<file path="src/logic/hex_decoder.sv">
`timescale 1ns/1ns

module hex_decoder (
    input  logic [3:0] nibble,
    output logic [6:0] segments
);
    // Active low, bit 0 is segment a
    always_comb begin
        case (nibble)
            4'h0: segments = 7'b1000000;
            4'h1: segments = 7'b1111001;
            4'h2: segments = 7'b0100100;
            4'h3: segments = 7'b0110000;
            4'h4: segments = 7'b0011001;
            4'h5: segments = 7'b0010010;
            4'h6: segments = 7'b0000010;
            4'h7: segments = 7'b1111000;
            4'h8: segments = 7'b0000000;
            4'h9: segments = 7'b0010000;
            4'ha: segments = 7'b0001000;
            4'hb: segments = 7'b0000011;
            4'hc: segments = 7'b1000110;
            4'hd: segments = 7'b0100001;
            4'he: segments = 7'b0000110;
            default: segments = 7'b0001110;
        endcase
    end
endmodule

</file>
<file path="config.mk">
export PLATFORM = sky130hd
export DESIGN_NAME = hex_decoder
export DESIGN_NICKNAME = d
export VERILOG_FILES = /design/src/logic/hex_decoder.sv
export SDC_FILE = /design/constraint.sdc
export NUM_CORES = 1
export LEC_CHECK = 0
export BUFFER_PORTS_ARGS = -buffer_cell sky130_fd_sc_hd__buf_2
export CAP_MARGIN = 20
export CORE_AREA = 2 2 39 41
export DETAILED_ROUTE_END_ITERATION = 7
export DIE_AREA = 0 0 41 43
export PLACE_DENSITY = 0.39
export SLEW_MARGIN = 10
export SYNTH_ARGS = -nofsm -noshare
export SYNTH_HDL_FRONTEND = slang
export SYNTH_SLANG_ARGS = --single-unit
</file>
<file path="constraint.sdc">
create_clock -name vclk -period 1.57
set_clock_uncertainty 0.2 [all_clocks]
set_input_delay 0.157 -clock vclk [all_inputs]
set_output_delay 0.157 -clock vclk [all_outputs]
set_load 0.01 [all_outputs]
</file>
### Word-level counts from Yosys, hierarchy flattened

Memories as Yosys holds them, arrays and structs flattened.
Cells that the tools add are included.

| storage, ports and cells | value |
|---|---|
| register bits after elaboration | 0 |
| latch bits | 0 |
| memory bits (writable) | 0 |
| memory bits (read-only) | 112 |
| input port bits | 4 |
| output and inout port bits | 7 |
| word-level logic and storage cells | 1 |
| memories kept | 1 |

| operators by class | value |
|---|---|
| add/sub/neg operators | 0 |
| multipliers | 0 |
| div/mod/pow operators | 0 |
| order comparisons | 0 |
| equality and inequality tests | 0 |
| shift-type cells | 0 |
| muxes and demuxes | 0 |
| bitwise operators | 0 |
| reductions and logical operators | 0 |

Memory list:

| name | depth | width | read ports | clocked after Yosys merged registers in | write ports | RTL line | text |
|---|---|---|---|---|---|---|---|
| (name not given) | 16 | 7 | 1 | 0 | 0 | 9 | `case (nibble)` |

### Depth between registers and ports, before layout

An unclocked memory read counts as a cell.

| depth | value |
|---|---|
| depth after elaboration | 1 |
| gate-level depth with buffers | 5 |
| gate-level depth less buffers | 5 |

### Least setup slack after synthesis

OpenSTA, ideal clock, no wires.

| timing | value |
|---|---|
| path type | input-to-output |
| start point | input nibble[1] |
| end point | output segments[0] |
| arrival | 1.138 ns |
| required time | 1.213 ns |
| slack | 0.075 ns |
| cell stages on the path | 5 |
| buffers on the path | 0 |
| cell sequence | inv_1 -> ha_1 -> and2b_2 -> or3b_1 -> o21ai_0 |

| between the ends | value |
|---|---|
| cells in the longest elaborated chain, start to end | 1 |

Ends and longest elaborated chain:

| element | RTL line | text |
|---|---|---|
| start: declaration | 4 | `input logic [3:0] nibble,` |
| $mem_v2 16x7 | n/a |  |
| end: declaration | 5 | `output logic [6:0] segments` |

No other way between the ends.

### Final worst setup path

Same ends and word-level chain as after synthesis.

==> results.ini <==
[cells_and_area]
utilization = 0.345
regArea_sq_um = 0
seq_cells = 0
multiInputGateArea_sq_um = 269
antenna_cells = 0
fillCellCount = 149
finalNetCount = 66
drive_above_1_share = 0.585
clkbuf_count = 0
syn_to_final_growth_pct = 73.6

[detailed_routing]
antenna_left = 0
first_pass_iters = 1
detail_route.iter0.violations = 0
drcViolationCount = 0
vias_per_cell = 4.17
vias = 288
wl_per_cell_microns = 8.26
wl_microns = 570

[place]
dp_hpwl_microns = 487
gp_congestion = 0.693
post-place-ws_ns = -0.143
port_buffers = 11

[die]
num_rows = 14
core_sq_um = 1380
die-height_microns = 43
fp.dieW_microns = 41
initial_utilization = 0.199
io_pins = 11
dieArea_sq_um = 1760

[pwr]
intPower_mw = 0.0724
leakage_nw = 0.249
vdd_ir_drop_max_mv = 0.116
power_frac_comb = 1.000
p_clk_frac = 0
power_density_nw_per_um2 = 269
power_switching_mw = 0.0560
swShare = 0.436
pwr-share-seq = 0
p_total_mw = 0.128

[synth]
syn_nets = 43
yosys.cell_types.count = 15
synth-warning-count = 0
ys_seq_area_frac = 0
syn_inst = 32
syn_area_sq_um = 275
synth.avg_cell_area_sq_um = 8.60

[timing]
finalHoldViolations = 0
setup_violations = 0
fmax_mhz = 641
worst_pin_slew_ns = 0.169
slew_headroom = 0.887
period_needed_ns = 1.56
fin_hold_ws_ns = 0.506
finalWorstSetupSlack_ns = 0.00873
maxSlewViolCount = 0
tns_ns = 0
finalCritPeriodShare = 0.994
rsz0062_at_grt = true

[global_routing]
gr-usage-all-layers = 0.0720
grt_first_pass_wirelength_microns = 959
grt_start_max_net_pins = 12
overflow = 0
grt_pass1_vias = 248
grt_antenna_before_repair = 0

[worst_setup_path]
arrival_ns = 1.20
crit_path_end_kind = output pin
cp-start-kind = input port
cp_max_fo = 4
critical_path_class = in -> out
worst-endpoint-required_ns = 1.21

[worst_hold_path]
min_path_type = in -> out

[status]
status = finished clean

[flow_run]
cap_violations = 0

## layer usage
metal	track usage	vias up	part of all wire
met5	0	-	0
met4	0	0	0
met3	0.0105	0	0.060
met2	0.125	4	0.54
met1	0.0952	129	0.40
li1	-	155	-
## power groups by stage
stage | Combinational [mW] | Sequential, mW | Clock, mW
2_1_floorplan | 0.0597 | 0 | 0
3_5_place_dp | 0.111 | 0 | 0
5_1_grt | 0.142 | 0 | 0
4_1_cts | 0.128 | 0 | 0
3_3_place_gp | 0.113 | 0 | 0
6_report | 0.128 | 0 | 0
## cell families (layout without fill, tap and decap cells)
family                     after synthesis  after routing  share of synthesized area
AOI/OAI and AO/OA                        6              6                      0.155
buffers and inverters                    5             26                      0.100
and+or+nand+nor                          8              8                      0.145
muxes                                    6              6                      0.282
adders and majority gates                7              7                      0.318
## worst max-delay path, cell delays in order
cell and delay, ns:
buf_8 0.10, inv_8 0.05, ha_4 0.12, and2b_2 0.21
or3b_1 0.34, o21ai_1 0.08, buf_2 0.14
## worst paths after layout
path,from,to,slack [ns],depth (start not counted)
max,nibble[1],segments[0],0.009,7
min,nibble[2],segments[5],0.51,3
## layout by cell type (no fill, tap or decap), drive strengths merged
cell and count:
a21oi 1, mux2i 4, or3b 1, buf 23, and2b 1, mux2 1
inv 3, o21ai 2, a22o 2, mux4 1, a32o 1, nand2 1
nor2 5, ha 7
## synth_stat cells, drive strengths merged
cell type | count | area (sq um)
buf | 2 | 16.3
a32o | 1 | 10.0
or3b | 1 | 8.76
and2b | 1 | 8.76
nand2 | 1 | 3.75
mux4 | 1 | 26.3
ha | 7 | 87.6
nor2 | 5 | 18.8
a22o | 2 | 17.5
o21ai | 2 | 10.0
mux2 | 1 | 11.3
a21oi | 1 | 5.00
mux2i | 4 | 40.0
inv | 3 | 11.3
## cell type report
cell class / count / share of cell area
Multi-Input combinational cell: 27 / 0.563
Timing Repair Buffer: 23 / 0.351
Inverter: 3 / 0.0445
Tap cell: 16 / 0.0419
## through the flow
step,instance area (sq um),instances
6_report,478,69
5_1_grt,478,69
4_1_cts,475,69
3_5_place_dp,424,69
3_3_place_gp,424,69
2_1_floorplan,275,32
## repair_timing
action	4_1_cts	5_1_grt
pin swaps	2	0
buffers inserted	0	0
hold buffers	0	0
gates resized for setup	16	2
setup endpoints to repair	4	2
Power figures use the tool's default switching activity.
