<file path="src/include/maze_defines.svh">
`ifndef MAZE_DEFINES_SVH
`define MAZE_DEFINES_SVH

// Grid geometry
`define GRID_W          64
`define GRID_H          32
`define CELL_X_W        6
`define CELL_Y_W        5

// Player position is fixed point, cell index in the integer part
`define FRAC_W          8
`define POS_X_W         14
`define POS_Y_W         13
`define ANGLE_W         8
`define START_POS       384
`define MOVE_STEP       32
`define TURN_STEP       8

// Interior pillars
`define PILLAR_PERIOD   8
`define PILLAR_PHASE    4

// Pixel output, RGB 6:6:6
`define VGA_X_W         8
`define VGA_Y_W         7
`define COLOUR_W        18
`define COLOUR_FLOOR    18'h08208
`define COLOUR_WALL     18'h3ffff
`define COLOUR_PLAYER   18'h3f000

`endif

</file>
<file path="src/logic/maze_pkg.sv">
package maze_pkg;

    typedef enum logic [2:0] {
        CELL_EMPTY = 3'd0,
        CELL_WALL  = 3'd1
    } cell_t;

    typedef enum logic [1:0] {
        OWNER_NONE,
        OWNER_LOADER,
        OWNER_RENDERER,
        OWNER_UPDATER
    } grid_owner_t;

    typedef enum logic [2:0] {
        S_LOAD,
        S_LOAD_WAIT,
        S_RENDER,
        S_RENDER_WAIT,
        S_UPDATE,
        S_UPDATE_WAIT
    } seq_state_t;

endpackage

</file>
<file path="src/logic/grid_port_if.sv">
`timescale 1ns/1ns
`include "maze_defines.svh"

interface grid_port_if;
    logic [`CELL_X_W-1:0] cell_x;
    logic [`CELL_Y_W-1:0] cell_y;
    logic                 write;
    logic [2:0]           write_data;
    logic [2:0]           read_data;

    modport client (
        output cell_x,
        output cell_y,
        output write,
        output write_data,
        input  read_data
    );

    modport memory (
        input  cell_x,
        input  cell_y,
        input  write,
        input  write_data,
        output read_data
    );
endinterface

</file>
<file path="src/logic/level_loader.sv">
`timescale 1ns/1ns
`include "maze_defines.svh"

module level_loader
    import maze_pkg::*;
(
    input  logic        clock,
    input  logic        reset,
    input  logic        start,
    output logic        done,
    grid_port_if.client grid
);
    logic                             active;
    logic [`CELL_Y_W+`CELL_X_W-1:0]   cell_idx;
    logic [`CELL_X_W-1:0]             x;
    logic [`CELL_Y_W-1:0]             y;
    logic                             border;
    logic                             pillar;

    assign x = cell_idx[`CELL_X_W-1:0];
    assign y = cell_idx[`CELL_X_W +: `CELL_Y_W];

    assign border = (x == 0) || (x == `GRID_W - 1) || (y == 0) || (y == `GRID_H - 1);
    assign pillar = ((x % `PILLAR_PERIOD) == `PILLAR_PHASE)
                 && ((y % `PILLAR_PERIOD) == `PILLAR_PHASE);

    assign grid.cell_x     = x;
    assign grid.cell_y     = y;
    assign grid.write      = active;
    assign grid.write_data = (border || pillar) ? CELL_WALL : CELL_EMPTY;

    always_ff @(posedge clock) begin
        if (reset) begin
            active   <= 1'b0;
            cell_idx <= '0;
            done     <= 1'b0;
        end else begin
            done <= 1'b0;
            if (start) begin
                active   <= 1'b1;
                cell_idx <= '0;
            end else if (active) begin
                cell_idx <= cell_idx + 1'b1;
                if (cell_idx == '1) begin
                    active <= 1'b0;
                    done   <= 1'b1;
                end
            end
        end
    end
endmodule

</file>
<file path="src/flat_wrapper.sv">
// flat-port wrapper written by rule: the top's interface ports become plain ports
module level_loader_flat import maze_pkg::*;
  (clock, reset, start, done, grid_cell_x, grid_cell_y, grid_write, grid_write_data, grid_read_data);
  grid_port_if grid_i ();
  input  logic clock;
  input  logic reset;
  input  logic start;
  output logic done;
  output wire logic [$bits(grid_i.cell_x)-1:0] grid_cell_x;
  output wire logic [$bits(grid_i.cell_y)-1:0] grid_cell_y;
  output wire logic [$bits(grid_i.write)-1:0] grid_write;
  output wire logic [$bits(grid_i.write_data)-1:0] grid_write_data;
  input wire logic [$bits(grid_i.read_data)-1:0] grid_read_data;
  assign grid_cell_x = grid_i.cell_x;
  assign grid_cell_y = grid_i.cell_y;
  assign grid_write = grid_i.write;
  assign grid_write_data = grid_i.write_data;
  assign grid_i.read_data = grid_read_data;
  level_loader u_core (.clock(clock), .reset(reset), .start(start), .done(done), .grid(grid_i));
endmodule
</file>
<file path="config.mk">
export PLATFORM = sky130hd
export DESIGN_NAME = level_loader_flat
export DESIGN_NICKNAME = d
export VERILOG_FILES = /design/src/logic/maze_pkg.sv /design/src/logic/grid_port_if.sv /design/src/logic/level_loader.sv /design/src/flat_wrapper.sv
export VERILOG_INCLUDE_DIRS = /design/src /design/src/include
export SDC_FILE = /design/constraint.sdc
export NUM_CORES = 1
export LEC_CHECK = 0
export ABC_AREA = 1
export ABC_CLOCK_PERIOD_IN_PS = 1300
export BUFFER_PORTS_ARGS = -buffer_cell sky130_fd_sc_hd__clkbuf_2
export CORE_UTILIZATION = 48
export CTS_CLUSTER_SIZE = 25
export DETAILED_ROUTE_END_ITERATION = 8
export PLACE_DENSITY_LB_ADDON = 0.1
export SLEW_MARGIN = 20
export SYNTH_ARGS = -nofsm -noshare
export SYNTH_HDL_FRONTEND = slang
export SYNTH_SLANG_ARGS = --single-unit
</file>
<file path="constraint.sdc">
create_clock -name clock -period 1.3 [get_ports clock]
set_clock_uncertainty 0.15 [all_clocks]
set_input_delay 0.13 -clock clock [delete_from_list [all_inputs] [get_ports clock]]
set_output_delay 0.13 -clock clock [all_outputs]
set_load 0.1 [all_outputs]
</file>
; Word-level counts from Yosys, hierarchy flattened
; Cells that the tools add are included.
[word_totals]
input_bits = 6
output_inout_bits = 16
register_bits = 13
elab_cells = 24
[classes]
muxes = 5
n_eq_ne = 5
n_reduce_logical = 9
n_addsub = 1
n_bitwise = 1
[op_table]
columns = cell, n
row1 = 11-bit by 1-bit adder with 11-bit output (second input constant), 1
row2 = 11-bit equality test (second input constant), 1
row3 = 3-bit equality test (second input constant), 2
row4 = 6-bit equality test (second input constant), 1
row5 = 6-bit zero test, 1
row6 = 5-bit equality test (second input constant), 1
row7 = 5-bit zero test, 1
row8 = 1-bit 2-to-1 mux, 5
row9 = 1-bit logical OR, 4
row10 = 3-bit OR reduction, 1
row11 = 2-bit OR reduction, 1
row12 = 1-bit logical AND, 1
row13 = 1-bit inverter, 1

; Depth between registers and ports, before layout
[logic_depth]
ltp_word = 6
ltp_mapped = 7
depth_no_buf = 7

; Worst setup path after synthesis
; OpenSTA, ideal clock, no wires.
[synth_timing]
kind = register to output
startpoint = register u_core.cell_idx[0]
endpoint = output grid_write_data[0]
t_required_ps = 1020
t_arrival_ps = 2340
path_stages_with_launch = 7
setup_slack_ps = -1320
path_buffers = 0
cell_sequence = dfxtp_1 inv_1 ha_1 nand2_1 nand2_1 o211ai_1 nand3b_1
[synth_between]
elab_chain_cells = 6
word_cells_on_any_way = 9
classes_between = eq/ne: 2 / mux: 1 / reduce/logical: 6
[synth_rtl]
columns = element, line_no
row1 = from (decl), level_loader.sv:14  ; logic [`CELL_Y_W+`CELL_X_W-1:0] cell_idx;
row2 = from (signal assigned), level_loader.sv:43  ; cell_idx <= cell_idx + 1'b1;
row3 = 6-bit equality test / 6-bit zero test (equally long branches), level_loader.sv:23  ; assign border = (x == 0) || (x == `GRID_W - 1) || (y == 0) || (y == `GRID_H - 1);
row4 = 1-bit logical OR (3 in a row), level_loader.sv:23
row5 = 1-bit logical OR (*), level_loader.sv:30  ; assign grid.write_data = (border || pillar) ? CELL_WALL : CELL_EMPTY;
row6 = 1-bit 2-to-1 mux (*), level_loader.sv:30
row7 = to (decl), flat_wrapper.sv:12  ; output wire logic [$bits(grid_i.write_data)-1:0] grid_write_data;
; Every way passes the cells marked *; elsewhere a longest branch is shown, timed or not.

; Worst setup path in the final report
; Ends and elaborated chain as after synthesis.

==> results_dict.tcl <==
set metrics [dict create \
    nets 156 \
    r2r_cells 7 \
    total_leakage_power_nw 0.533 \
    path_class "flip-flop to output pin" \
    gr-total-overflow 0 \
    fill_cells 37 \
    rsz0062_at_grt "true" \
    die_area_sq_um 1640 \
    hp-class "flip-flop to flip-flop" \
    r2r_end "u_core.cell_idx[7]" \
    rrSetupSlack_ps -90 \
    pwr_density_cell_nw_per_um2 614 \
    crit_top_cell "nand2_1" \
    required_ps 1020 \
    clock.fmax_ghz 0.577 \
    drt_drc_violations_left 0 \
    synth_warnings 0 \
    num_rows 13 \
    pwr-share-clk_pct 33.7 \
    grt_max_degree 9 \
    dp_hpwl_um 1520 \
    status "finished, violations left" \
    finalHoldViolCount 0 \
    numCtsBuffers 3 \
    die_h_um 40.5 \
    viasPerCell 6.35 \
    dpl_cell_area_sq_um 1170 \
    routed_wl_um 3340 \
    cp_slowest_cell "dfxtp_4" \
    r2r-start "u_core.cell_idx[1]" \
    clkSlewWorstSetupHoldPaths_ps 80 \
    synth-seq-cells 13 \
    dp_slack_ps -60.6 \
    irDropWorstVdd_uv 602 \
    setup_ws_ps -433 \
    endpoint_kind "output pin" \
    worstPathCellList "ha_2 -> nand2_1 -> nand2_1 -> nand3b_1 -> buf_12" \
    syn_area_per_cell_sq_um 6.47 \
    vias 1029 \
    cpPeakStageDelay_ps 370 \
    worst_ep_arrival_time_ps 1450 \
    fin_util_pct 95.5 \
    switchingPower_mw 0.242 \
    initial_utilization_pct 53.4 \
    period_minus_slack_ps 1730 \
    die_w_um 40.5 \
    drv_slew 0 \
    cap_violations 0 \
    p_seq_share_pct 50.1 \
    power_frac_comb_pct 16.2 \
    cts.sinks 13 \
    synth_cell_types 18 \
    cp_max_fo 4 \
    violations "setup timing" \
    hp-start "u_core.grid.write" \
    grt_pass1_wl_um 3620 \
    drive_gt1_share_pct 42.2 \
    clockRootBuffer "clkbuf_4" \
    cts_tree "yes" \
    io_buffer_count 16 \
    synth_cells 110 \
    ant_nets 0 \
    dr.pass1.iters 5 \
    htreeDepth 1 \
    holdPathStages 1 \
    setup_viol 9 \
    grt_usage_pct 34.1 \
    synth_area_sq_um 712 \
    p_sw_share_pct 31.0 \
    grt_pass1_vias 871 \
    num_io_pins 22 \
    clock_latency_ps 280 \
    start_kind "flip-flop" \
    wire_per_inst_um 20.6 \
    antenna_found_initial 0 \
    hold_end "u_core.cell_idx[0]" \
    area_growth_pct 78.9 \
    cts_buffer_depth 2 \
    gp_congestion 0.933 \
    diodes 0 \
    core_region_area_sq_um 1330 \
    period_share_pct 133 \
    drtIter0Drc 100 \
    synth-seq-area-share_pct 36.6 \
    final_area_sq_um 1270 \
    internal_power_mw 0.540 \
]
-- power by group through the flow --
stage / sequential [mW] / combinational (mW) / clock [mW]
floorplan: 0.426 / 0.0484 / 0
global placement: 0.399 / 0.103 / 0
detailed placement: 0.399 / 0.105 / 0
CTS: 0.391 / 0.111 / 0.260
global route: 0.392 / 0.130 / 0.273
finish: 0.392 / 0.127 / 0.264
-- sequential cells by signal, indices dropped and copies added (netlist names) --
name	cells
u_core.grid.write	1
u_core.cell_idx	11
u_core.done	1
-- metrics by stage --
step                      TNS [ps]  power, mW  hold slack [ps]  std cells
after detailed placement      -141      0.504              158        154
after global routing         -1390      0.795              413        162
final                         -820      0.782              411        162
after global placement       -35.8      0.501              152        154
after CTS                     -507      0.762              354        160
after floorplan              -1660      0.475             39.4        111
-- metal layers --
layer  global-route usage (%)  vias to the layer above  part of all wire (%)
met2                     60.3                      115                    45
met1                     35.3                      448                    33
li1                         -                      418                     -
met3                     7.22                       48                    13
met5                        0                        -                     0
met4                     23.3                        0                   9.4
-- Yosys cell counts --
cell type	instances	area (sq um)
nand3b_1	2	15.0
o21ai_0	3	15.0
nor2_2	1	6.26
ha_1	2	25.0
conb_1	1	3.75
nor2_1	22	82.6
a31oi_1	1	6.26
a21oi_1	5	25.0
inv_1	16	60.1
nand2_2	1	6.26
nand3_1	4	20.0
o211ai_1	1	7.51
nand4_1	4	25.0
buf_4	2	15.0
nand2_1	27	101
nor2_4	2	22.5
dfxtp_1	13	260
nor3_1	3	15.0
-- kinds of logic (layout without fill, tap and decap cells) --
| logic type | count (synthesis) | count (layout) | synth area share [%] |
|---|---|---|---|
| flops | 13 | 13 | 36.6 |
| compound gates | 10 | 10 | 7.56 |
| fa+ha+maj | 2 | 2 | 3.51 |
| buf+inv | 18 | 54 | 10.5 |
| other cells | 1 | 2 | 0.527 |
| simple gates | 66 | 66 | 41.3 |
-- cell type report --
type | instances | area [sq um] | share of cell area [%]
flip-flops and latches | 13 | 303 | 23.8
well taps | 15 | 18.8 | 1.47
repair buffers | 34 | 430 | 33.8
clock buffers | 4 | 26.3 | 2.06
multi-input cells | 80 | 428 | 33.6
inverters | 16 | 67.6 | 5.30
-- placed cells by master (no fill, tap or decap) --
cell | synthesis | layout
a31oi_1 | 1 | 1
nand3_1 | 4 | 4
dlygate4sd3_1 | 0 | 2
clkbuf_1 | 0 | 1
clkbuf_2 | 0 | 2
dfxtp_1 | 13 | 1
nor3_2 | 0 | 1
dfxtp_2 | 0 | 1
nor3_1 | 3 | 2
clkbuf_4 | 0 | 3
o21ai_0 | 3 | 3
nor2_1 | 22 | 21
conb_1 | 1 | 2
inv_4 | 0 | 3
nor2_4 | 2 | 3
nand2_2 | 1 | 3
ha_4 | 0 | 1
a21oi_1 | 5 | 5
nand2_4 | 0 | 2
nand2_1 | 27 | 23
o211ai_1 | 1 | 1
buf_4 | 2 | 16
nand3b_1 | 2 | 2
ha_2 | 0 | 1
buf_12 | 0 | 14
dfxtp_4 | 0 | 11
inv_1 | 16 | 13
nor2_2 | 1 | 1
nand4_1 | 4 | 4
-- worst max path at each step --
stage	startpoint	to	slack (ps)
after detailed placement	u_core.cell_idx[0]	grid_write_data[0]	-60
final	u_core.cell_idx[0]	grid_write_data[0]	-430
after CTS	u_core.cell_idx[0]	grid_write_data[0]	-390
after global placement	u_core.cell_idx[0]	grid_write_data[0]	-40
after floorplan	u_core.cell_idx[0]	grid_write_data[0]	-680
after global routing	u_core.cell_idx[8]	grid_write_data[0]	-490
-- worst max-delay path, delay by kind of cell (launching register included) --
kind | cells | cell delay [ps]
flops | 1 | 370
simple gates | 3 | 380
fa+ha+maj | 1 | 220
buf+inv | 1 | 200
-- repair_timing --
item	CTS	global route
hold buffers	2	0
pin swaps	3	7
endpoints found under the hold margin	3	0
resized for setup	5	8
setup endpoints to repair	5	12
setup buffers	0	2
(Power assumes the default switching activity.)
