[src/include/maze_defines.svh]
`ifndef MAZE_DEFINES_SVH
`define MAZE_DEFINES_SVH

// Grid geometry
`define GRID_W          64
`define GRID_H          32
`define CELL_X_W        6
`define CELL_Y_W        5

// Player position is fixed point, cell index in the integer part
`define FRAC_W          8
`define POS_X_W         14
`define POS_Y_W         13
`define ANGLE_W         8
`define START_POS       384
`define MOVE_STEP       32
`define TURN_STEP       8

// Interior pillars
`define PILLAR_PERIOD   8
`define PILLAR_PHASE    4

// Pixel output, RGB 6:6:6
`define VGA_X_W         8
`define VGA_Y_W         7
`define COLOUR_W        18
`define COLOUR_FLOOR    18'h08208
`define COLOUR_WALL     18'h3ffff
`define COLOUR_PLAYER   18'h3f000

`endif

[src/logic/maze_pkg.sv]
package maze_pkg;

    typedef enum logic [2:0] {
        CELL_EMPTY = 3'd0,
        CELL_WALL  = 3'd1
    } cell_t;

    typedef enum logic [1:0] {
        OWNER_NONE,
        OWNER_LOADER,
        OWNER_RENDERER,
        OWNER_UPDATER
    } grid_owner_t;

    typedef enum logic [2:0] {
        S_LOAD,
        S_LOAD_WAIT,
        S_RENDER,
        S_RENDER_WAIT,
        S_UPDATE,
        S_UPDATE_WAIT
    } seq_state_t;

endpackage

[src/logic/grid_port_if.sv]
`timescale 1ns/1ns
`include "maze_defines.svh"

interface grid_port_if;
    logic [`CELL_X_W-1:0] cell_x;
    logic [`CELL_Y_W-1:0] cell_y;
    logic                 write;
    logic [2:0]           write_data;
    logic [2:0]           read_data;

    modport client (
        output cell_x,
        output cell_y,
        output write,
        output write_data,
        input  read_data
    );

    modport memory (
        input  cell_x,
        input  cell_y,
        input  write,
        input  write_data,
        output read_data
    );
endinterface

[src/logic/player_updater.sv]
`timescale 1ns/1ns
`include "maze_defines.svh"

module player_updater
    import maze_pkg::*;
(
    input  logic                 clock,
    input  logic                 reset,
    input  logic                 start,
    output logic                 done,
    input  logic                 turn_right,
    input  logic                 turn_left,
    input  logic                 move_forward,
    input  logic                 move_backward,
    grid_port_if.client          grid,
    output logic [`POS_X_W-1:0]  pos_x,
    output logic [`POS_Y_W-1:0]  pos_y,
    output logic [`ANGLE_W-1:0]  angle,
    output logic [`CELL_X_W-1:0] player_cell_x,
    output logic [`CELL_Y_W-1:0] player_cell_y
);
    localparam logic [`POS_X_W-1:0] START_X = `START_POS;
    localparam logic [`POS_Y_W-1:0] START_Y = `START_POS;
    localparam logic [`POS_X_W-1:0] STEP_X  = `MOVE_STEP;
    localparam logic [`POS_Y_W-1:0] STEP_Y  = `MOVE_STEP;
    localparam logic [`ANGLE_W-1:0] TURN    = `TURN_STEP;

    logic [1:0]          heading;
    logic [`POS_X_W-1:0] next_x;
    logic [`POS_X_W-1:0] target_x;
    logic [`POS_Y_W-1:0] next_y;
    logic [`POS_Y_W-1:0] target_y;
    logic [`ANGLE_W-1:0] next_angle;
    logic [`ANGLE_W-1:0] target_angle;
    logic                addr_phase;
    logic                check_phase;

    // Backward is forward on the opposite heading
    assign heading = angle[`ANGLE_W-1 -: 2] + {move_backward, 1'b0};

    always_comb begin
        next_x     = pos_x;
        next_y     = pos_y;
        next_angle = angle;
        if (move_forward ^ move_backward) begin
            case (heading)
                2'd0: next_x = pos_x + STEP_X;
                2'd1: next_y = pos_y + STEP_Y;
                2'd2: next_x = pos_x - STEP_X;
                default: next_y = pos_y - STEP_Y;
            endcase
        end
        if (turn_right && !turn_left) begin
            next_angle = angle + TURN;
        end else if (turn_left && !turn_right) begin
            next_angle = angle - TURN;
        end
    end

    always_ff @(posedge clock) begin
        if (start) begin
            target_x     <= next_x;
            target_y     <= next_y;
            target_angle <= next_angle;
        end
    end

    assign grid.cell_x     = target_x[`FRAC_W +: `CELL_X_W];
    assign grid.cell_y     = target_y[`FRAC_W +: `CELL_Y_W];
    assign grid.write      = 1'b0;
    assign grid.write_data = '0;

    always_ff @(posedge clock) begin
        if (reset) begin
            addr_phase  <= 1'b0;
            check_phase <= 1'b0;
            done        <= 1'b0;
            pos_x       <= START_X;
            pos_y       <= START_Y;
            angle       <= '0;
        end else begin
            addr_phase  <= start;
            check_phase <= addr_phase;
            done        <= check_phase;
            if (check_phase) begin
                angle <= target_angle;
                // Blocked by a wall
                if (grid.read_data != CELL_WALL) begin
                    pos_x <= target_x;
                    pos_y <= target_y;
                end
            end
        end
    end

    assign player_cell_x = pos_x[`FRAC_W +: `CELL_X_W];
    assign player_cell_y = pos_y[`FRAC_W +: `CELL_Y_W];
endmodule

[src/flat_wrapper.sv]
// flat-port wrapper written by rule: the top's interface ports become plain ports
module player_updater_flat import maze_pkg::*;
  (clock, reset, start, done, turn_right, turn_left, move_forward, move_backward, pos_x, pos_y, angle, player_cell_x, player_cell_y, grid_cell_x, grid_cell_y, grid_write, grid_write_data, grid_read_data);
  grid_port_if grid_i ();
  input  logic clock;
  input  logic reset;
  input  logic start;
  output logic done;
  input  logic turn_right;
  input  logic turn_left;
  input  logic move_forward;
  input  logic move_backward;
  output logic [`POS_X_W-1:0] pos_x;
  output logic [`POS_Y_W-1:0] pos_y;
  output logic [`ANGLE_W-1:0] angle;
  output logic [`CELL_X_W-1:0] player_cell_x;
  output logic [`CELL_Y_W-1:0] player_cell_y;
  output wire logic [$bits(grid_i.cell_x)-1:0] grid_cell_x;
  output wire logic [$bits(grid_i.cell_y)-1:0] grid_cell_y;
  output wire logic [$bits(grid_i.write)-1:0] grid_write;
  output wire logic [$bits(grid_i.write_data)-1:0] grid_write_data;
  input wire logic [$bits(grid_i.read_data)-1:0] grid_read_data;
  assign grid_cell_x = grid_i.cell_x;
  assign grid_cell_y = grid_i.cell_y;
  assign grid_write = grid_i.write;
  assign grid_write_data = grid_i.write_data;
  assign grid_i.read_data = grid_read_data;
  player_updater u_core (.clock(clock), .reset(reset), .start(start), .done(done), .turn_right(turn_right), .turn_left(turn_left), .move_forward(move_forward), .move_backward(move_backward), .grid(grid_i), .pos_x(pos_x), .pos_y(pos_y), .angle(angle), .player_cell_x(player_cell_x), .player_cell_y(player_cell_y));
endmodule
[config.mk]
export PLATFORM = sky130hd
export DESIGN_NAME = player_updater_flat
export DESIGN_NICKNAME = d
export VERILOG_FILES = /design/src/logic/maze_pkg.sv /design/src/logic/grid_port_if.sv /design/src/logic/player_updater.sv /design/src/flat_wrapper.sv
export VERILOG_INCLUDE_DIRS = /design/src /design/src/include
export SDC_FILE = /design/constraint.sdc
export NUM_CORES = 1
export LEC_CHECK = 0
export ABC_AREA = 1
export ABC_CLOCK_PERIOD_IN_PS = 3000
export BUFFER_PORTS_ARGS = -buffer_cell sky130_fd_sc_hd__clkbuf_2
export CAP_MARGIN = 15
export CORE_MARGIN = 2
export CORE_UTILIZATION = 53
export CTS_CLUSTER_DIAMETER = 150
export DETAILED_ROUTE_END_ITERATION = 8
export PLACE_DENSITY = 0.74
export SLEW_MARGIN = 10
export SYNTH_ARGS = -nofsm -noshare
export SYNTH_HDL_FRONTEND = slang
export SYNTH_SLANG_ARGS = --single-unit
[constraint.sdc]
create_clock -name clock -period 3 [get_ports clock]
set_input_delay 0.15 -clock clock [delete_from_list [all_inputs] [get_ports clock]]
set_output_delay 0.15 -clock clock [all_outputs]
set_load 0.1 [all_outputs]
# Word level (Yosys, flattened, before mapping)
# Cells that the tools add are included.
# word_totals
reg_bits	73
input_bits	10
elab_cells	33
# op_classes
addsub	7
n_eq_ne	3
mux	6
n_bitwise	1
reduce_logical	7
# ops
cell	count
$pmux W14 S2	1
$pmux W13 S2	1
$mux W8	2
$add A14 B6 Y14 const B	1
$mux W14	1
$sub A14 B6 Y14 const B	1
$add A13 B6 Y13 const B	1
$mux W13	1
$sub A13 B6 Y13 const B	1
$add A8 B4 Y8 const B	1
$sub A8 B4 Y8 const B	1
$ne A3 B1 Y1 const B	1
$add A2 B2 Y2	1
$eq A2 B1 Y1 const B	1
$eq A2 B2 Y1 const B	1
$logic_and A1 B1 Y1	2
$logic_not A1 Y1	2
$logic_not A2 Y1	1
$reduce_and A2 Y1	1
$reduce_or A2 Y1	1
$xor A1 B1 Y1	1

# Logic depth before layout (Yosys ltp)
# depth
depth_word	5
ltp_mapped	17
mapped_depth_nobuf	16

# Least setup slack after synthesis
# OpenSTA, ideal clock, no wires.
# synth_timing
kind	reg-to-reg
from	reg u_core.angle[7]
to	reg u_core.target_y[11] (data pin)
setup_time_ns	0.257
arrival_ns	2.804
required_ns	2.743
slack_ns	-0.061
stages_incl_launch_ff	14
path_buffers	0
cell_sequence	dfxtp_1 > nand2_2 > nand2_1 > nand2_1 > fa_1 > nand3_1 > nand3_1 > nand2_1 > nand2_1 > a21oi_1 > xor2_1 > nand2_1 > o21ai_0 > inv_1
# synth_via
elab_chain_len	5
# synth_rtl
item	line	rtl
start: declaration	player_updater.sv:18	output logic [`ANGLE_W-1:0] angle,
start signal: assignment	player_updater.sv:86	angle <= target_angle;
$add A2 B2 Y2 *	player_updater.sv:39	assign heading = angle[`ANGLE_W-1 -: 2] + {move_backward, 1'b0};
$eq A2 B2 Y1 / $logic_not A2 Y1 (equally long branches)	player_updater.sv:46	case (heading)
$reduce_or A2 Y1 (no source line)	-	
$pmux W13 S2 *	player_updater.sv:46	
$mux W13 *	player_updater.sv:45	if (move_forward ^ move_backward) begin
named net u_core.next_y[11]	player_updater.sv:31	logic [`POS_Y_W-1:0] next_y;
end signal: assignment	player_updater.sv:63	target_y <= next_y;
end: declaration	player_updater.sv:32	logic [`POS_Y_W-1:0] target_y;
# The timed path passes the listed nets; every way through them passes the cells marked *.
# A chain may end at the register's enable or synchronous reset.

# Final worst setup path
# layout_timing
from	reg u_core.angle[7]
to	reg u_core.target_y[10] (data pin)
# Same word-level chain as after synthesis.

==> out/metrics.csv <==
metric,value,unit
status,"finished, final reports clean",
cts_setup_buffers,0,
hold_ws,0.301,ns
skew,0.0100,ns
route.met2.wl,3.39,mm
fin_nets,478,
grt_max_degree,37,
worst-path-max-fanout,10,
viasPerCell,5.25,
crit_family,simple AND/OR/NAND/NOR gates,
critPathKind,flip-flop to flip-flop,
die_w,87.4,um
postCtsHoldBufs,1,
fillCellCount,631,
pre_cts_ws,0.628,ns
start_util,54.5,%
final_util,59.1,%
cap_violations,0,
worstSetupEndpointType,flip-flop,
synth_edf_count,35,
dp_hpwl,4.83,mm
critPathSlowestCell,ha_1,
critPathBufInv,2,
async_flop_share,0,%
setup_violations,0,
syn_inst,425,
drive_gt1_share,20.7,%
cts_buffer_depth,2,
first_global_vias,2651,
dr.pass1.iters,6,
io-pin-count,72,
crit_arrival,2.52,ns
met1_length,3.36,mm
design_area,0.00400,mm2
cts-htree-levels,3,
leakagePower,0.00185,uW
syn_area,0.00368,mm2
synth.distinct_cells,35,
seq_area_frac_synth,49.2,%
cp_cell_sequence,inv_1 -> nand2_4 -> nand2_1 -> nand2_1 -> ha_1 -> a21oi_1 -> nand2_1 -> nand2_1 -> nand2_1 -> a21oi_1 -> xor2_1 -> nand2_1 -> o21ai_0 -> inv_1,
grt_overflow,0,
wl_met3,459,um
vias,2849,
die_area,0.00763,mm2
top_layer_used,met4,
hold_viol,0,
synth.top_cell.area_share,28.5,%
powerDensity,657,mW/mm2
synth_seq_cells,73,
tns,0,ns
fmax,414,MHz
hold_class,input pin to flip-flop,
root_buffer,clkbuf_8,
crit_required,3.11,ns
routed_wl,7.36,mm
cts_resized,0,
cts_tree,done,
drc,0,
grtUsageTotal,20.9,%
antenna_found_initial,0,
cts_made_buffers,9,
maxSlewViolCount,0,
fp-row-count,30,
area_growth,8.53,%
gp_congestion,0.934,
n_antenna_cell,0,
synth.area.top_cells,"edfxtp_1 29%, dfxtp_1 21%, buf_4 8.0%",
rsz0062_at_grt,false,
place_area,0.00379,mm2
io_buffer_count,67,
core,0.00676,mm2
clock_latency,0.35,ns
syn_area_per_cell,8.66,um2
clk_pin_slew,0.07,ns
start_kind,flip-flop,
tightest_slew,0.960,ns
yosysWarnings,0,
yosys.cell_count.top_type,nand2_1,
drt.antenna.violating_nets,0,
final.period_utilization,80.6,%
setup_ws,0.583,ns
fin_crit,2.42,ns
slowest_delay,0.41,ns
synth_top_area_cell,edfxtp_1,
clock-sinks,73,
max-slew-margin-rel,35.9,%
irDropWorstVdd,341,uV
timing.critical_path.mode_cell,nand2_1,
synthTopCellsByCount,"71 x nand2_1, 53 x nor2_1, 42 x o21ai_0",
first_iter_violations,145,
wl_per_cell,13.6,um
grt_pass1_wl,12.4,mm
synth-main-ff-cell,dfxtp_1,
die_height,87.4,um
==> layout make-up <==
class	instances	area (um2)	area share, %
well taps	80	100	2.50
flip-flops and latches	73	1810	45.4
clock buffers	12	145	3.63
inverters	41	154	3.85
clock inverters	4	51.3	1.28
multi-input cells	263	1370	34.3
repair buffers	70	360	9.02
==> routing by layer <==
layer,track usage (%),vias up
met5,0,-
met1,27.5,1318
met2,32.5,89
met4,9.37,0
met3,5.40,13
li1,-,1429
==> through the flow <==
| step | instances | total power [uW] |
|---|---|---|
| floorplan | 428 | 1810 |
| global placement | 526 | 1860 |
| detailed placement | 526 | 1870 |
| CTS | 543 | 2650 |
| global route | 543 | 2740 |
| finish | 543 | 2630 |
==> where the power goes <==
group	internal [uW]	switching, uW
Sequential	1120	40.6
Clock	409	362
Combinational	131	562
Total	1660	964
==> state kept, by name, summed over array words and instances, names as in the netlist <==
name                 cells
u_core.target_angle      8
u_core.target_x         14
u_core.angle             8
u_core.target_y         13
u_core.pos_y            13
u_core.check_phase       1
u_core.pos_x            14
u_core.done              1
u_core.addr_phase        1
==> placed cells by master (no fill, tap or decap), types with 2 or more instances in the layout <==
master and n:
dfxtp_1 37, nor2_1 53, buf_4 2, xnor2_1 3, clkbuf_1 2, nand3_1 18, o21ai_0 42, edfxtp_1 35
nand4_1 10, clkbuf_2 67, clkbuf_8 10, o211ai_1 2, nand2_4 2, nand2_1 71, xor2_1 9, a21oi_1 17
ha_1 9, conb_1 4, nand2_2 4, a41oi_1 3, inv_1 40, o22ai_1 4
==> final timing paths <==
path	start	endpoint	slack (ns)	cells after the start
max	u_core.angle[7]	u_core.target_y[10]	0.58	14
min	turn_right	u_core.target_angle[4]	0.30	5
max reg2reg	u_core.angle[7]	u_core.target_y[10]	0.58	14
min reg2reg	u_core.addr_phase	u_core.check_phase	0.41	2
==> logic make-up (layout without fill, tap and decap cells) <==
family	after synthesis	in the layout	synth area share, %
AND/OR/NAND/NOR	164	164	19.5
buffers and inverters	92	127	13.8
AO/OA/AOI/OAI	73	73	10.9
flip-flops	73	73	49.2
XOR/XNOR	12	12	2.85
adder cells (fa/ha/maj)	10	10	3.60
other	1	4	0.102
==> tightest hold or removal path, cell delays in order <==
cell and delay, ns:
clkbuf_2 0.09, nand2_1 0.09, nand2_1 0.07, o21ai_0 0.06, o21ai_0 0.07
(Power assumes the default switching activity.)
