==> src/include/maze_defines.svh <==
`ifndef MAZE_DEFINES_SVH
`define MAZE_DEFINES_SVH

// Grid geometry
`define GRID_W          64
`define GRID_H          32
`define CELL_X_W        6
`define CELL_Y_W        5

// Player position is fixed point, cell index in the integer part
`define FRAC_W          8
`define POS_X_W         14
`define POS_Y_W         13
`define ANGLE_W         8
`define START_POS       384
`define MOVE_STEP       32
`define TURN_STEP       8

// Interior pillars
`define PILLAR_PERIOD   8
`define PILLAR_PHASE    4

// Pixel output, RGB 6:6:6
`define VGA_X_W         8
`define VGA_Y_W         7
`define COLOUR_W        18
`define COLOUR_FLOOR    18'h08208
`define COLOUR_WALL     18'h3ffff
`define COLOUR_PLAYER   18'h3f000

`endif

==> src/logic/maze_pkg.sv <==
package maze_pkg;

    typedef enum logic [2:0] {
        CELL_EMPTY = 3'd0,
        CELL_WALL  = 3'd1
    } cell_t;

    typedef enum logic [1:0] {
        OWNER_NONE,
        OWNER_LOADER,
        OWNER_RENDERER,
        OWNER_UPDATER
    } grid_owner_t;

    typedef enum logic [2:0] {
        S_LOAD,
        S_LOAD_WAIT,
        S_RENDER,
        S_RENDER_WAIT,
        S_UPDATE,
        S_UPDATE_WAIT
    } seq_state_t;

endpackage

==> src/logic/grid_port_if.sv <==
`timescale 1ns/1ns
`include "maze_defines.svh"

interface grid_port_if;
    logic [`CELL_X_W-1:0] cell_x;
    logic [`CELL_Y_W-1:0] cell_y;
    logic                 write;
    logic [2:0]           write_data;
    logic [2:0]           read_data;

    modport client (
        output cell_x,
        output cell_y,
        output write,
        output write_data,
        input  read_data
    );

    modport memory (
        input  cell_x,
        input  cell_y,
        input  write,
        input  write_data,
        output read_data
    );
endinterface

==> src/logic/grid_renderer.sv <==
`timescale 1ns/1ns
`include "maze_defines.svh"

module grid_renderer
    import maze_pkg::*;
(
    input  logic                 clock,
    input  logic                 reset,
    input  logic                 start,
    output logic                 done,
    grid_port_if.client          grid,
    input  logic [`CELL_X_W-1:0] player_cell_x,
    input  logic [`CELL_Y_W-1:0] player_cell_y,
    input  logic                 vga_ready,
    output logic [`VGA_X_W-1:0]  vga_x,
    output logic [`VGA_Y_W-1:0]  vga_y,
    output logic [`COLOUR_W-1:0] vga_colour,
    output logic                 vga_write
);
    localparam int IDX_W = `CELL_Y_W + `CELL_X_W;

    logic             active;
    logic             cells_issued;
    logic             marker_issued;
    logic [IDX_W-1:0] scan_idx;
    logic             rd_valid;
    logic             rd_marker;
    logic [IDX_W-1:0] rd_idx;
    logic             out_marker;
    logic             advance;
    logic             issue_cell;
    logic             issue_marker;

    // Output register is free or draining this cycle
    assign advance      = !vga_write || vga_ready;
    assign issue_cell   = active && !cells_issued && advance;
    assign issue_marker = active && cells_issued && !marker_issued && advance;

    // On a stall, re-read the pending cell so read_data stays valid
    assign grid.cell_x     = advance ? scan_idx[`CELL_X_W-1:0] : rd_idx[`CELL_X_W-1:0];
    assign grid.cell_y     = advance ? scan_idx[`CELL_X_W +: `CELL_Y_W]
                                     : rd_idx[`CELL_X_W +: `CELL_Y_W];
    assign grid.write      = 1'b0;
    assign grid.write_data = '0;

    always_ff @(posedge clock) begin
        if (reset) begin
            active        <= 1'b0;
            cells_issued  <= 1'b0;
            marker_issued <= 1'b0;
            scan_idx      <= '0;
            rd_valid      <= 1'b0;
            rd_marker     <= 1'b0;
            out_marker    <= 1'b0;
            vga_write     <= 1'b0;
            done          <= 1'b0;
        end else begin
            done <= 1'b0;
            if (start) begin
                active        <= 1'b1;
                cells_issued  <= 1'b0;
                marker_issued <= 1'b0;
                scan_idx      <= '0;
            end
            if (issue_cell) begin
                scan_idx <= scan_idx + 1'b1;
                if (scan_idx == '1) begin
                    cells_issued <= 1'b1;
                end
            end
            if (issue_marker) begin
                marker_issued <= 1'b1;
            end
            if (advance) begin
                rd_valid   <= issue_cell || issue_marker;
                rd_marker  <= issue_marker;
                vga_write  <= rd_valid;
                out_marker <= rd_marker;
            end
            if (vga_write && vga_ready && out_marker) begin
                active <= 1'b0;
                done   <= 1'b1;
            end
        end
    end

    always_ff @(posedge clock) begin
        if (issue_cell) begin
            rd_idx <= scan_idx;
        end
        if (advance && rd_valid) begin
            if (rd_marker) begin
                vga_x      <= `VGA_X_W'(player_cell_x);
                vga_y      <= `VGA_Y_W'(player_cell_y);
                vga_colour <= `COLOUR_PLAYER;
            end else begin
                vga_x      <= `VGA_X_W'(rd_idx[`CELL_X_W-1:0]);
                vga_y      <= `VGA_Y_W'(rd_idx[`CELL_X_W +: `CELL_Y_W]);
                vga_colour <= (grid.read_data == CELL_WALL) ? `COLOUR_WALL : `COLOUR_FLOOR;
            end
        end
    end
endmodule

==> src/flat_wrapper.sv <==
// flat-port wrapper written by rule: the top's interface ports become plain ports
module grid_renderer_flat import maze_pkg::*;
  (clock, reset, start, done, player_cell_x, player_cell_y, vga_ready, vga_x, vga_y, vga_colour, vga_write, grid_cell_x, grid_cell_y, grid_write, grid_write_data, grid_read_data);
  grid_port_if grid_i ();
  input  logic clock;
  input  logic reset;
  input  logic start;
  output logic done;
  input  logic [`CELL_X_W-1:0] player_cell_x;
  input  logic [`CELL_Y_W-1:0] player_cell_y;
  input  logic vga_ready;
  output logic [`VGA_X_W-1:0] vga_x;
  output logic [`VGA_Y_W-1:0] vga_y;
  output logic [`COLOUR_W-1:0] vga_colour;
  output logic vga_write;
  output wire logic [$bits(grid_i.cell_x)-1:0] grid_cell_x;
  output wire logic [$bits(grid_i.cell_y)-1:0] grid_cell_y;
  output wire logic [$bits(grid_i.write)-1:0] grid_write;
  output wire logic [$bits(grid_i.write_data)-1:0] grid_write_data;
  input wire logic [$bits(grid_i.read_data)-1:0] grid_read_data;
  assign grid_cell_x = grid_i.cell_x;
  assign grid_cell_y = grid_i.cell_y;
  assign grid_write = grid_i.write;
  assign grid_write_data = grid_i.write_data;
  assign grid_i.read_data = grid_read_data;
  grid_renderer u_core (.clock(clock), .reset(reset), .start(start), .done(done), .grid(grid_i), .player_cell_x(player_cell_x), .player_cell_y(player_cell_y), .vga_ready(vga_ready), .vga_x(vga_x), .vga_y(vga_y), .vga_colour(vga_colour), .vga_write(vga_write));
endmodule
==> config.mk <==
export PLATFORM = sky130hd
export DESIGN_NAME = grid_renderer_flat
export DESIGN_NICKNAME = d
export VERILOG_FILES = /design/src/logic/maze_pkg.sv /design/src/logic/grid_port_if.sv /design/src/logic/grid_renderer.sv /design/src/flat_wrapper.sv
export VERILOG_INCLUDE_DIRS = /design/src /design/src/include
export SDC_FILE = /design/constraint.sdc
export NUM_CORES = 1
export LEC_CHECK = 0
export BUFFER_PORTS_ARGS = -buffer_cell sky130_fd_sc_hd__buf_2
export CAP_MARGIN = 20
export CORE_ASPECT_RATIO = 1.25
export CORE_MARGIN = 4
export CORE_UTILIZATION = 54
export DETAILED_ROUTE_END_ITERATION = 8
export PLACE_DENSITY = 0.84
export SKIP_LAST_GASP = 1
export SLEW_MARGIN = 0
export SYNTH_ARGS = -nofsm -noshare
export SYNTH_HDL_FRONTEND = slang
export SYNTH_SLANG_ARGS = --single-unit
==> constraint.sdc <==
create_clock -name clock -period 3.9 [get_ports clock]
set_input_delay 0.39 -clock clock [delete_from_list [all_inputs] [get_ports clock]]
set_output_delay 0.39 -clock clock [all_outputs]
set_load 0.005 [all_outputs]
==> Word level (Yosys, flattened, before mapping) <==
Index checks and enable logic that the tools add are counted.
{ "word_totals": {"register_bits": 63, "input_bits": 18, "output_inout_bits": 50} }
{ "op_classes": {"n_addsub": 1, "n_eq_ne": 2, "n_mux": 13, "reduce_logical": 16} }
{ "ops": {"columns": ["operator", "count"], "rows": [
  ["$mux W11", 2],
  ["$mux W18", 1],
  ["$mux W6", 2],
  ["$add A11 B1 Y11 const B", 1],
  ["$eq A11 B11 Y1 const B", 1],
  ["$mux W5", 2],
  ["$logic_and A1 B1 Y1", 8],
  ["$mux W1", 6],
  ["$reduce_bool A2 Y1", 2],
  ["$eq A3 B1 Y1 const B", 1],
  ["$logic_not A1 Y1", 3],
  ["$logic_or A1 B1 Y1", 2],
  ["$reduce_or A2 Y1", 1]
]} }

==> Depth between registers and ports, before layout <==
Gate-level depths: netlist of the first run.
{ "logic_depth": {"depth_word": 4, "mapped_depth": 6, "depth_no_buf": 5} }

==> Least setup slack after synthesis of the first run <==
OpenSTA, ideal clock, no wires.
{ "synth_path": {"path_kind": "input-to-reg", "start": "in vga_ready", "end": "reg u_core.vga_colour[11], enable pin", "arrival_ns": 1.332, "path_slack_ns": 2.201, "stages": 4, "path_cell_list": "nand2b_1 > buf_2 > clkbuf_1 > and2_1"} }
{ "synth_between": {"elab_chain_len": 2} }
{ "synth_lines": {"columns": ["element", "line_no", "source"], "rows": [
  ["start, declared", "flat_wrapper.sv:11", "input logic vga_ready;"],
  ["$logic_or A1 B1 Y1", "grid_renderer.sv:35", "assign advance = !vga_write || vga_ready;"],
  ["$logic_and A1 B1 Y1", "grid_renderer.sv:91", "if (advance && rd_valid) begin"],
  ["end signal, assigned", "grid_renderer.sv:95", "vga_colour <= `COLOUR_PLAYER;"],
  ["end signal, assigned", "grid_renderer.sv:99", "vga_colour <= (grid.read_data == CELL_WALL) ? `COLOUR_WALL : `COLOUR_FLOOR;"],
  ["end, declared", "grid_renderer.sv:17", "output logic [`COLOUR_W-1:0] vga_colour,"]
]} }
No other way between the ends.
A chain may end at the register's enable or synchronous reset.

==> Worst setup path after layout of the first run <==
{ "layout_path": {"start": "reg u_core.vga_write", "end": "out grid_cell_x[4]"} }
{ "layout_between": {"elab_chain_len": 3} }
{ "layout_lines": {"columns": ["element", "line_no", "source"], "rows": [
  ["start, declared", "grid_renderer.sv:18", "output logic vga_write"],
  ["start signal, assigned", "grid_renderer.sv:77", "vga_write <= rd_valid;"],
  ["$logic_not A1 Y1", "grid_renderer.sv:35", null],
  ["$logic_or A1 B1 Y1", "grid_renderer.sv:35", null],
  ["$mux W6", "grid_renderer.sv:40", "assign grid.cell_x = advance ? scan_idx[`CELL_X_W-1:0] : rd_idx[`CELL_X_W-1:0];"],
  ["end, declared", "flat_wrapper.sv:16", "output wire logic [$bits(grid_i.cell_x)-1:0] grid_cell_x;"]
]} }
No other way between the ends.

==> results of run 1 <==
## cells by family (layout without fill, tap and decap cells)
kind of cell | after synthesis | after routing | synth area share
buffers and inverters | 36 | 71 | 0.109
DFF | 44 | 44 | 0.534
adders and majority gates | 1 | 1 | 0.00591
other | 2 | 9 | 0.00355
AOI/OAI and AO/OA | 25 | 25 | 0.0721
and+or+nand+nor | 89 | 89 | 0.217
muxes | 11 | 11 | 0.0585
## critical path, stage by stage (launching register included)
cell and delay (ns):
dfxtp_1 0.38, nor2b_1 0.50, buf_4 0.30, nand2_1 0.06, o21ai_0 0.06, buf_2 0.13
## power groups by stage
stage | sequential [mW] | clock, mW | combinational [mW]
4_1_cts | 0.513 | 0.360 | 0.0635
2_1_floorplan | 0.522 | 0 | 0.0462
3_3_place_gp | 0.523 | 0 | 0.0615
6_report | 0.513 | 0.352 | 0.0628
3_5_place_dp | 0.523 | 0 | 0.0634
5_1_grt | 0.515 | 0.382 | 0.0700
## worst min path at each step
stage                            startpoint                end  slack (ns)
after CTS                         vga_ready      u_core.active        0.31
after global routing              vga_ready      u_core.active        0.33
after detailed placement  u_core.out_marker  u_core.out_marker        0.47
final                             vga_ready      u_core.active        0.32
after global placement      u_core.rd_valid    u_core.rd_valid        0.46
after floorplan             u_core.rd_valid    u_core.rd_valid        0.44
## final cells by class
| class | instances | area, um^2 |
|---|---|---|
| fill | 321 | 1380 |
| sequential | 44 | 1130 |
| multi-input combinational | 135 | 782 |
| timing repair buffer | 59 | 298 |
| clock buffer | 6 | 82.6 |
| tap | 54 | 67.6 |
| clock inverter | 2 | 33.8 |
| inverter | 4 | 15.0 |
## layer usage
layer | up-vias | global-route usage | wire (um)
li1 | 777 | - | -
met1 | 743 | 0.196 | 1620
met2 | 57 | 0.302 | 2090
met3 | 6 | 0.0463 | 326
met4 | 0 | 0.0583 | 55
met5 | - | 0 | 0
## layout by cell type (no fill, tap or decap), drive strengths merged, types with 3 or more instances in the layout
cell type and count:
or3 3, mux2 11, edfxtp 25, a31oi 4
nand2 43, conb 9, dfxtp 19, o21ai 4
nand4 3, nor2 6, buf 59, or4 4
clkbuf 6, nor3 3, inv 4, nand2b 4
a21oi 11, nand3 10
## metrics by stage
step	hold slack (ns)	utilization
6_report	0.324	0.637
5_1_grt	0.326	0.637
4_1_cts	0.315	0.637
3_5_place_dp	0.468	0.606
3_3_place_gp	0.457	0.606
2_1_floorplan	0.441	-
## flip-flops by register name (all words and copies together) (netlist names)
name                  flops
u_core.active             1
u_core.cells_issued       1
u_core.done               1
u_core.marker_issued      1
u_core.out_marker         1
u_core.rd_idx            11
u_core.rd_marker          1
u_core.rd_valid           1
u_core.scan_idx          11
u_core.vga_colour         3
u_core.vga_write          1
u_core.vga_x              6
u_core.vga_y              5
==> run_results.csv, run 1 <==
group,metric,value,unit
die,die_w,64.0,um
power,pwr-share-clk,0.379,
cts,cts.sinks,44,
timing,setup_viol_count_final,0,
timing,tightest_slew,0.661,ns
layout,stdcell_count,304,
drt,detail_route.first_pass.iterations,4,
layout,final_area,0.00241,mm^2
synth,synth_most_common_cell,"nand2_1",
timing,fin_worst_skew,0.00398,ns
cts,htreeDepth,2,
synth,syn_area_per_cell,10.2,um^2
cts,cts_root_buf,"clkbuf_8",
place,place_hpwl,2.92,mm
synth,netlist_instances,208,
critical_path,endpoint,"grid_cell_x[4]",
drt,finalWirelength,4.09,mm
run_status,outcome,"completed",
power,vdd_drop_max,0.259,mV
place,gp_congestion,0.812,
critical_path,start_kind,"register",
timing,setup_tns,0,ns
timing,fmax,471,MHz
power,power_frac_seq,0.553,
power,switching_share,0.206,
critical_path,ff2ff_path_depth,5,
critical_path,crit_required,3.51,ns
die,io_pins,68,
cts,cts_buffer_depth,2,
synth,synth-seq-cells,44,
global_route,grt_util_all_layers,0.171,
layout,syn_to_final_growth,13.8,%
synth,synth.area.top_cells,"edfxtp_1 35%, dfxtp_1 18%, buf_4 8.2%",
timing,fin_crit_sh,0.544,
cts,cts.clk_slew.worst_paths,0.08,ns
worst_hold_path,hold_class,"input pin to register",
global_route,grt_pass1_vias,1519,
timing,final_hold_viol_count,0,
cts,holdBufCountCts,0,
synth,synth_edf_count,25,
global_route,grt_pass1_wl,6.77,mm
timing,setup_slack,1.78,ns
synth,synth_top_cell_area_share,0.355,
cts,insertion_delay,0.29,ns
die,core,0.00378,mm^2
cts,cts_made_buffers,5,
drt,drc_errors,0,
drt,avgViaCountPerCell,5.21,
power,p_total,0.927,mW
critical_path,cp-startpoint,"u_core.vga_write",
critical_path,r2r-start,"u_core.vga_write",
die,start_util,0.559,
critical_path,path_class,"register to primary output",
power,power_density,385,mW/mm^2
cts,cts_tree,"built",
timing,maxSlewHeadroom,0.559,
timing,min_period,2.12,ns
worst_hold_path,min_path_cells,2,
die,rows,25,
synth,synth_commonest_cells,"42 x nand2_1, 25 x edfxtp_1, 23 x buf_4, 19 x dfxtp_1, 11 x mux2_2",
power,p_int,0.736,mW
drt,wl_per_cell,13.5,um
synth,synth_top_flop_cell,"edfxtp_1",
drt,drt_iter0_drc,47,
cts,cts-resized-gates,0,
synth,ys_seq_area_frac,0.534,
power,p_leak,0.993,nW
synth,syn_area,0.00212,mm^2
layout,drive_above_1_share,0.336,
drt,vias,1583,
global_route,antenna_found_initial,0,
place,io_buffers,58,
critical_path,path_max_fanout,13,
power,power_frac_comb,0.068,
synth,synthDistinctLibCells,42,
die,dieHeight,78.0,um
global_route,gr-total-overflow,0,
critical_path,r2r_setup_slack,2.01,ns
timing,rsz0062_at_grt,"no",
synth,ys_warn_count,0,
job,drv_cap,0,
synth,async_reset_ff_frac,0,
synth,yosysTopAreaCell,"edfxtp_1",
timing,finalMaxSlewViolations,0,
critical_path,critPathCaptureType,"primary output",
drt,ant_nets,0,
critical_path,r2r_end,"u_core.scan_idx[4]",
place,dp_slack,1.79,ns
place,placed_cell_area,0.00229,mm^2
critical_path,critical_path_arrival,1.73,ns
global_route,grt_max_degree,24,
cts,cts_setup_buffers,0,
die,die-area,0.00499,mm^2
layout,final_nets,268,
layout,n_antenna_cell,0,
place,dp_cells,296,
power,p_switching,0.191,mW
(Power assumes the default switching activity.)
==> run 2, diff against run 1 <==
Settings changed: CORE_UTILIZATION 54 to 50, PLACE_DENSITY 0.84 to 0.79.
Clock period 3.9 ns to 2.2 ns, I/O delays scaled along.
==> run 2 against run 1 <==
Sequential cell count unchanged. Critical path depth unchanged. Clock skew down 0.00053 ns. Design area up 0.36%. Clock power up 74%. Register-to-register slack worse by 1.6 ns. Critical endpoint is now u_core.scan_idx[2]. Highest routed layer unchanged.
==> run_results.csv, run 2 (synthesis results as in run 1) <==
group,metric,value,unit
run_status,outcome,"completed",
critical_path,path_max_fanout,20,
critical_path,ff2ff_path_depth,5,
critical_path,r2r-start,"u_core.vga_write",
layout,largest_registers,"u_core.rd_idx: 11 flops, u_core.scan_idx: 11 flops, u_core.vga_x: 6 flops",
drt,finalWirelength,4.22,mm
timing,finalMaxSlewViolations,0,
cts,htreeDepth,2,
critical_path,r2r_end,"u_core.scan_idx[2]",
layout,post-route-util,0.590,
timing,setup_viol_count_final,0,
die,dieHeight,80.8,um
global_route,grt_pass1_vias,1386,
global_route,grt_max_degree,24,
timing,fin_worst_skew,0.00345,ns
die,io_pins,68,
cts,insertion_delay,0.30,ns
power,vdd_drop_max,0.299,mV
place,dp_slack,0.427,ns
die,die-area,0.00535,mm^2
global_route,use_met2,0.269,
global_route,grt_use_met1,0.185,
drt,vias,1615,
global_route,antenna_found_initial,0,
cts,cts-resized-gates,0,
cts,cts.sinks,44,
critical_path,critPathCaptureType,"register",
die,core,0.00410,mm^2
drt,drc_errors,0,
layout,final_cell_mix,"58 x buf_2, 42 x nand2_1, 25 x edfxtp_1, 19 x dfxtp_1, 11 x mux2_2",
timing,min_period,1.76,ns
cts,cts_buffer_depth,2,
place,io_buffers,58,
die,start_util,0.516,
timing,holdWs,0.177,ns
critical_path,start_kind,"register",
global_route,use_met3,0.0318,
drt,detail_route.first_pass.iterations,4,
timing,final_hold_viol_count,0,
cts,cts_setup_buffers,0,
layout,final_common_cell,"buf_2",
worst_hold_path,hold_class,"input pin to register",
worst_hold_path,hold_end,"u_core.active",
die,die_w,66.2,um
layout,drive_above_1_share,0.341,
critical_path,cp-startpoint,"u_core.vga_write",
critical_path,r2r_setup_slack,0.44,ns
die,rows,26,
cts,holdBufCountCts,0,
timing,fmax,569,MHz
cts,cts_tree,"built",
place,gp_congestion,0.826,
timing,maxSlewHeadroom,0.593,
cts,cts.clk_slew.worst_paths,0.08,ns
layout,n_antenna_cell,0,
drt,ant_nets,0,
global_route,gr-total-overflow,0,
cts,cts_made_buffers,5,
drt,wl_per_cell,13.7,um
global_route,busiest_layer,"met2",
place,place_hpwl,3.05,mm
job,drv_cap,0,
timing,rsz0062_at_grt,"no",
critical_path,crit_required,2.42,ns
timing,tightest_slew,0.610,ns
power,power_density,676,mW/mm^2
cts,cts_root_buf,"clkbuf_8",
global_route,grt_pass1_wl,6.40,mm
worst_hold_path,min_path_cells,2,
drt,drt_iter0_drc,73,
global_route,grt_util_all_layers,0.154,
layout,syn_to_final_growth,14.2,%
timing,setup_slack,0.442,ns
drt,avgViaCountPerCell,5.24,
critical_path,path_class,"register to register",
timing,setup_tns,0,ns
worst_hold_path,hp-start,"vga_ready",
layout,final_nets,270,
power,p_leak,0.999,nW
timing,fin_crit_sh,0.799,
critical_path,critical_path_arrival,1.97,ns
## run 2: how the worst max path moves through the flow
stage | end | slack [ns] | cells after the start
2_1_floorplan | u_core.vga_colour[11] | 0.57 | 4
3_3_place_gp | u_core.scan_idx[3] | 0.50 | 5
3_5_place_dp | u_core.scan_idx[2] | 0.43 | 6
4_1_cts | u_core.scan_idx[2] | 0.44 | 5
5_1_grt | u_core.scan_idx[2] | 0.29 | 5
6_report | u_core.scan_idx[2] | 0.44 | 5
## run 2: critical path, cell delays in order (launching register included)
cell and delay [ns]:
dfxtp_1 0.36, nand2b_1 0.36, nand2_2 0.23, inv_2 0.36, nand2_1 0.13, a211oi_1 0.24
## run 2: per-stage QoR
stage	area, um^2	instances	power [mW]
global placement	2310	300	1.04
CTS	2420	308	1.64
detailed placement	2310	300	1.04
global route	2420	308	1.69
finish	2420	308	1.63
floorplan	2140	215	1.01
## run 2: metal layers
metal  vias to the layer above  wire, um
li1                        784         -
met1                       766      1710
met2                        60      2150
met3                         5       298
met4                         0        57
met5                         -         0
## run 2: area by class of cell
cell class | instances | area, um^2
clock inverter | 2 | 35.0
timing repair buffer | 61 | 313
fill | 352 | 1680
multi-input combinational | 135 | 782
sequential | 44 | 1130
tap | 56 | 70.1
inverter | 4 | 15.0
clock buffer | 6 | 72.6
## run 2: report_power, final
group	total, mW	internal [mW]	switching, mW
combinational	0.113	0.0468	0.0664
sequential	0.910	0.893	0.0165
clock	0.611	0.337	0.274
total	1.63	1.28	0.357
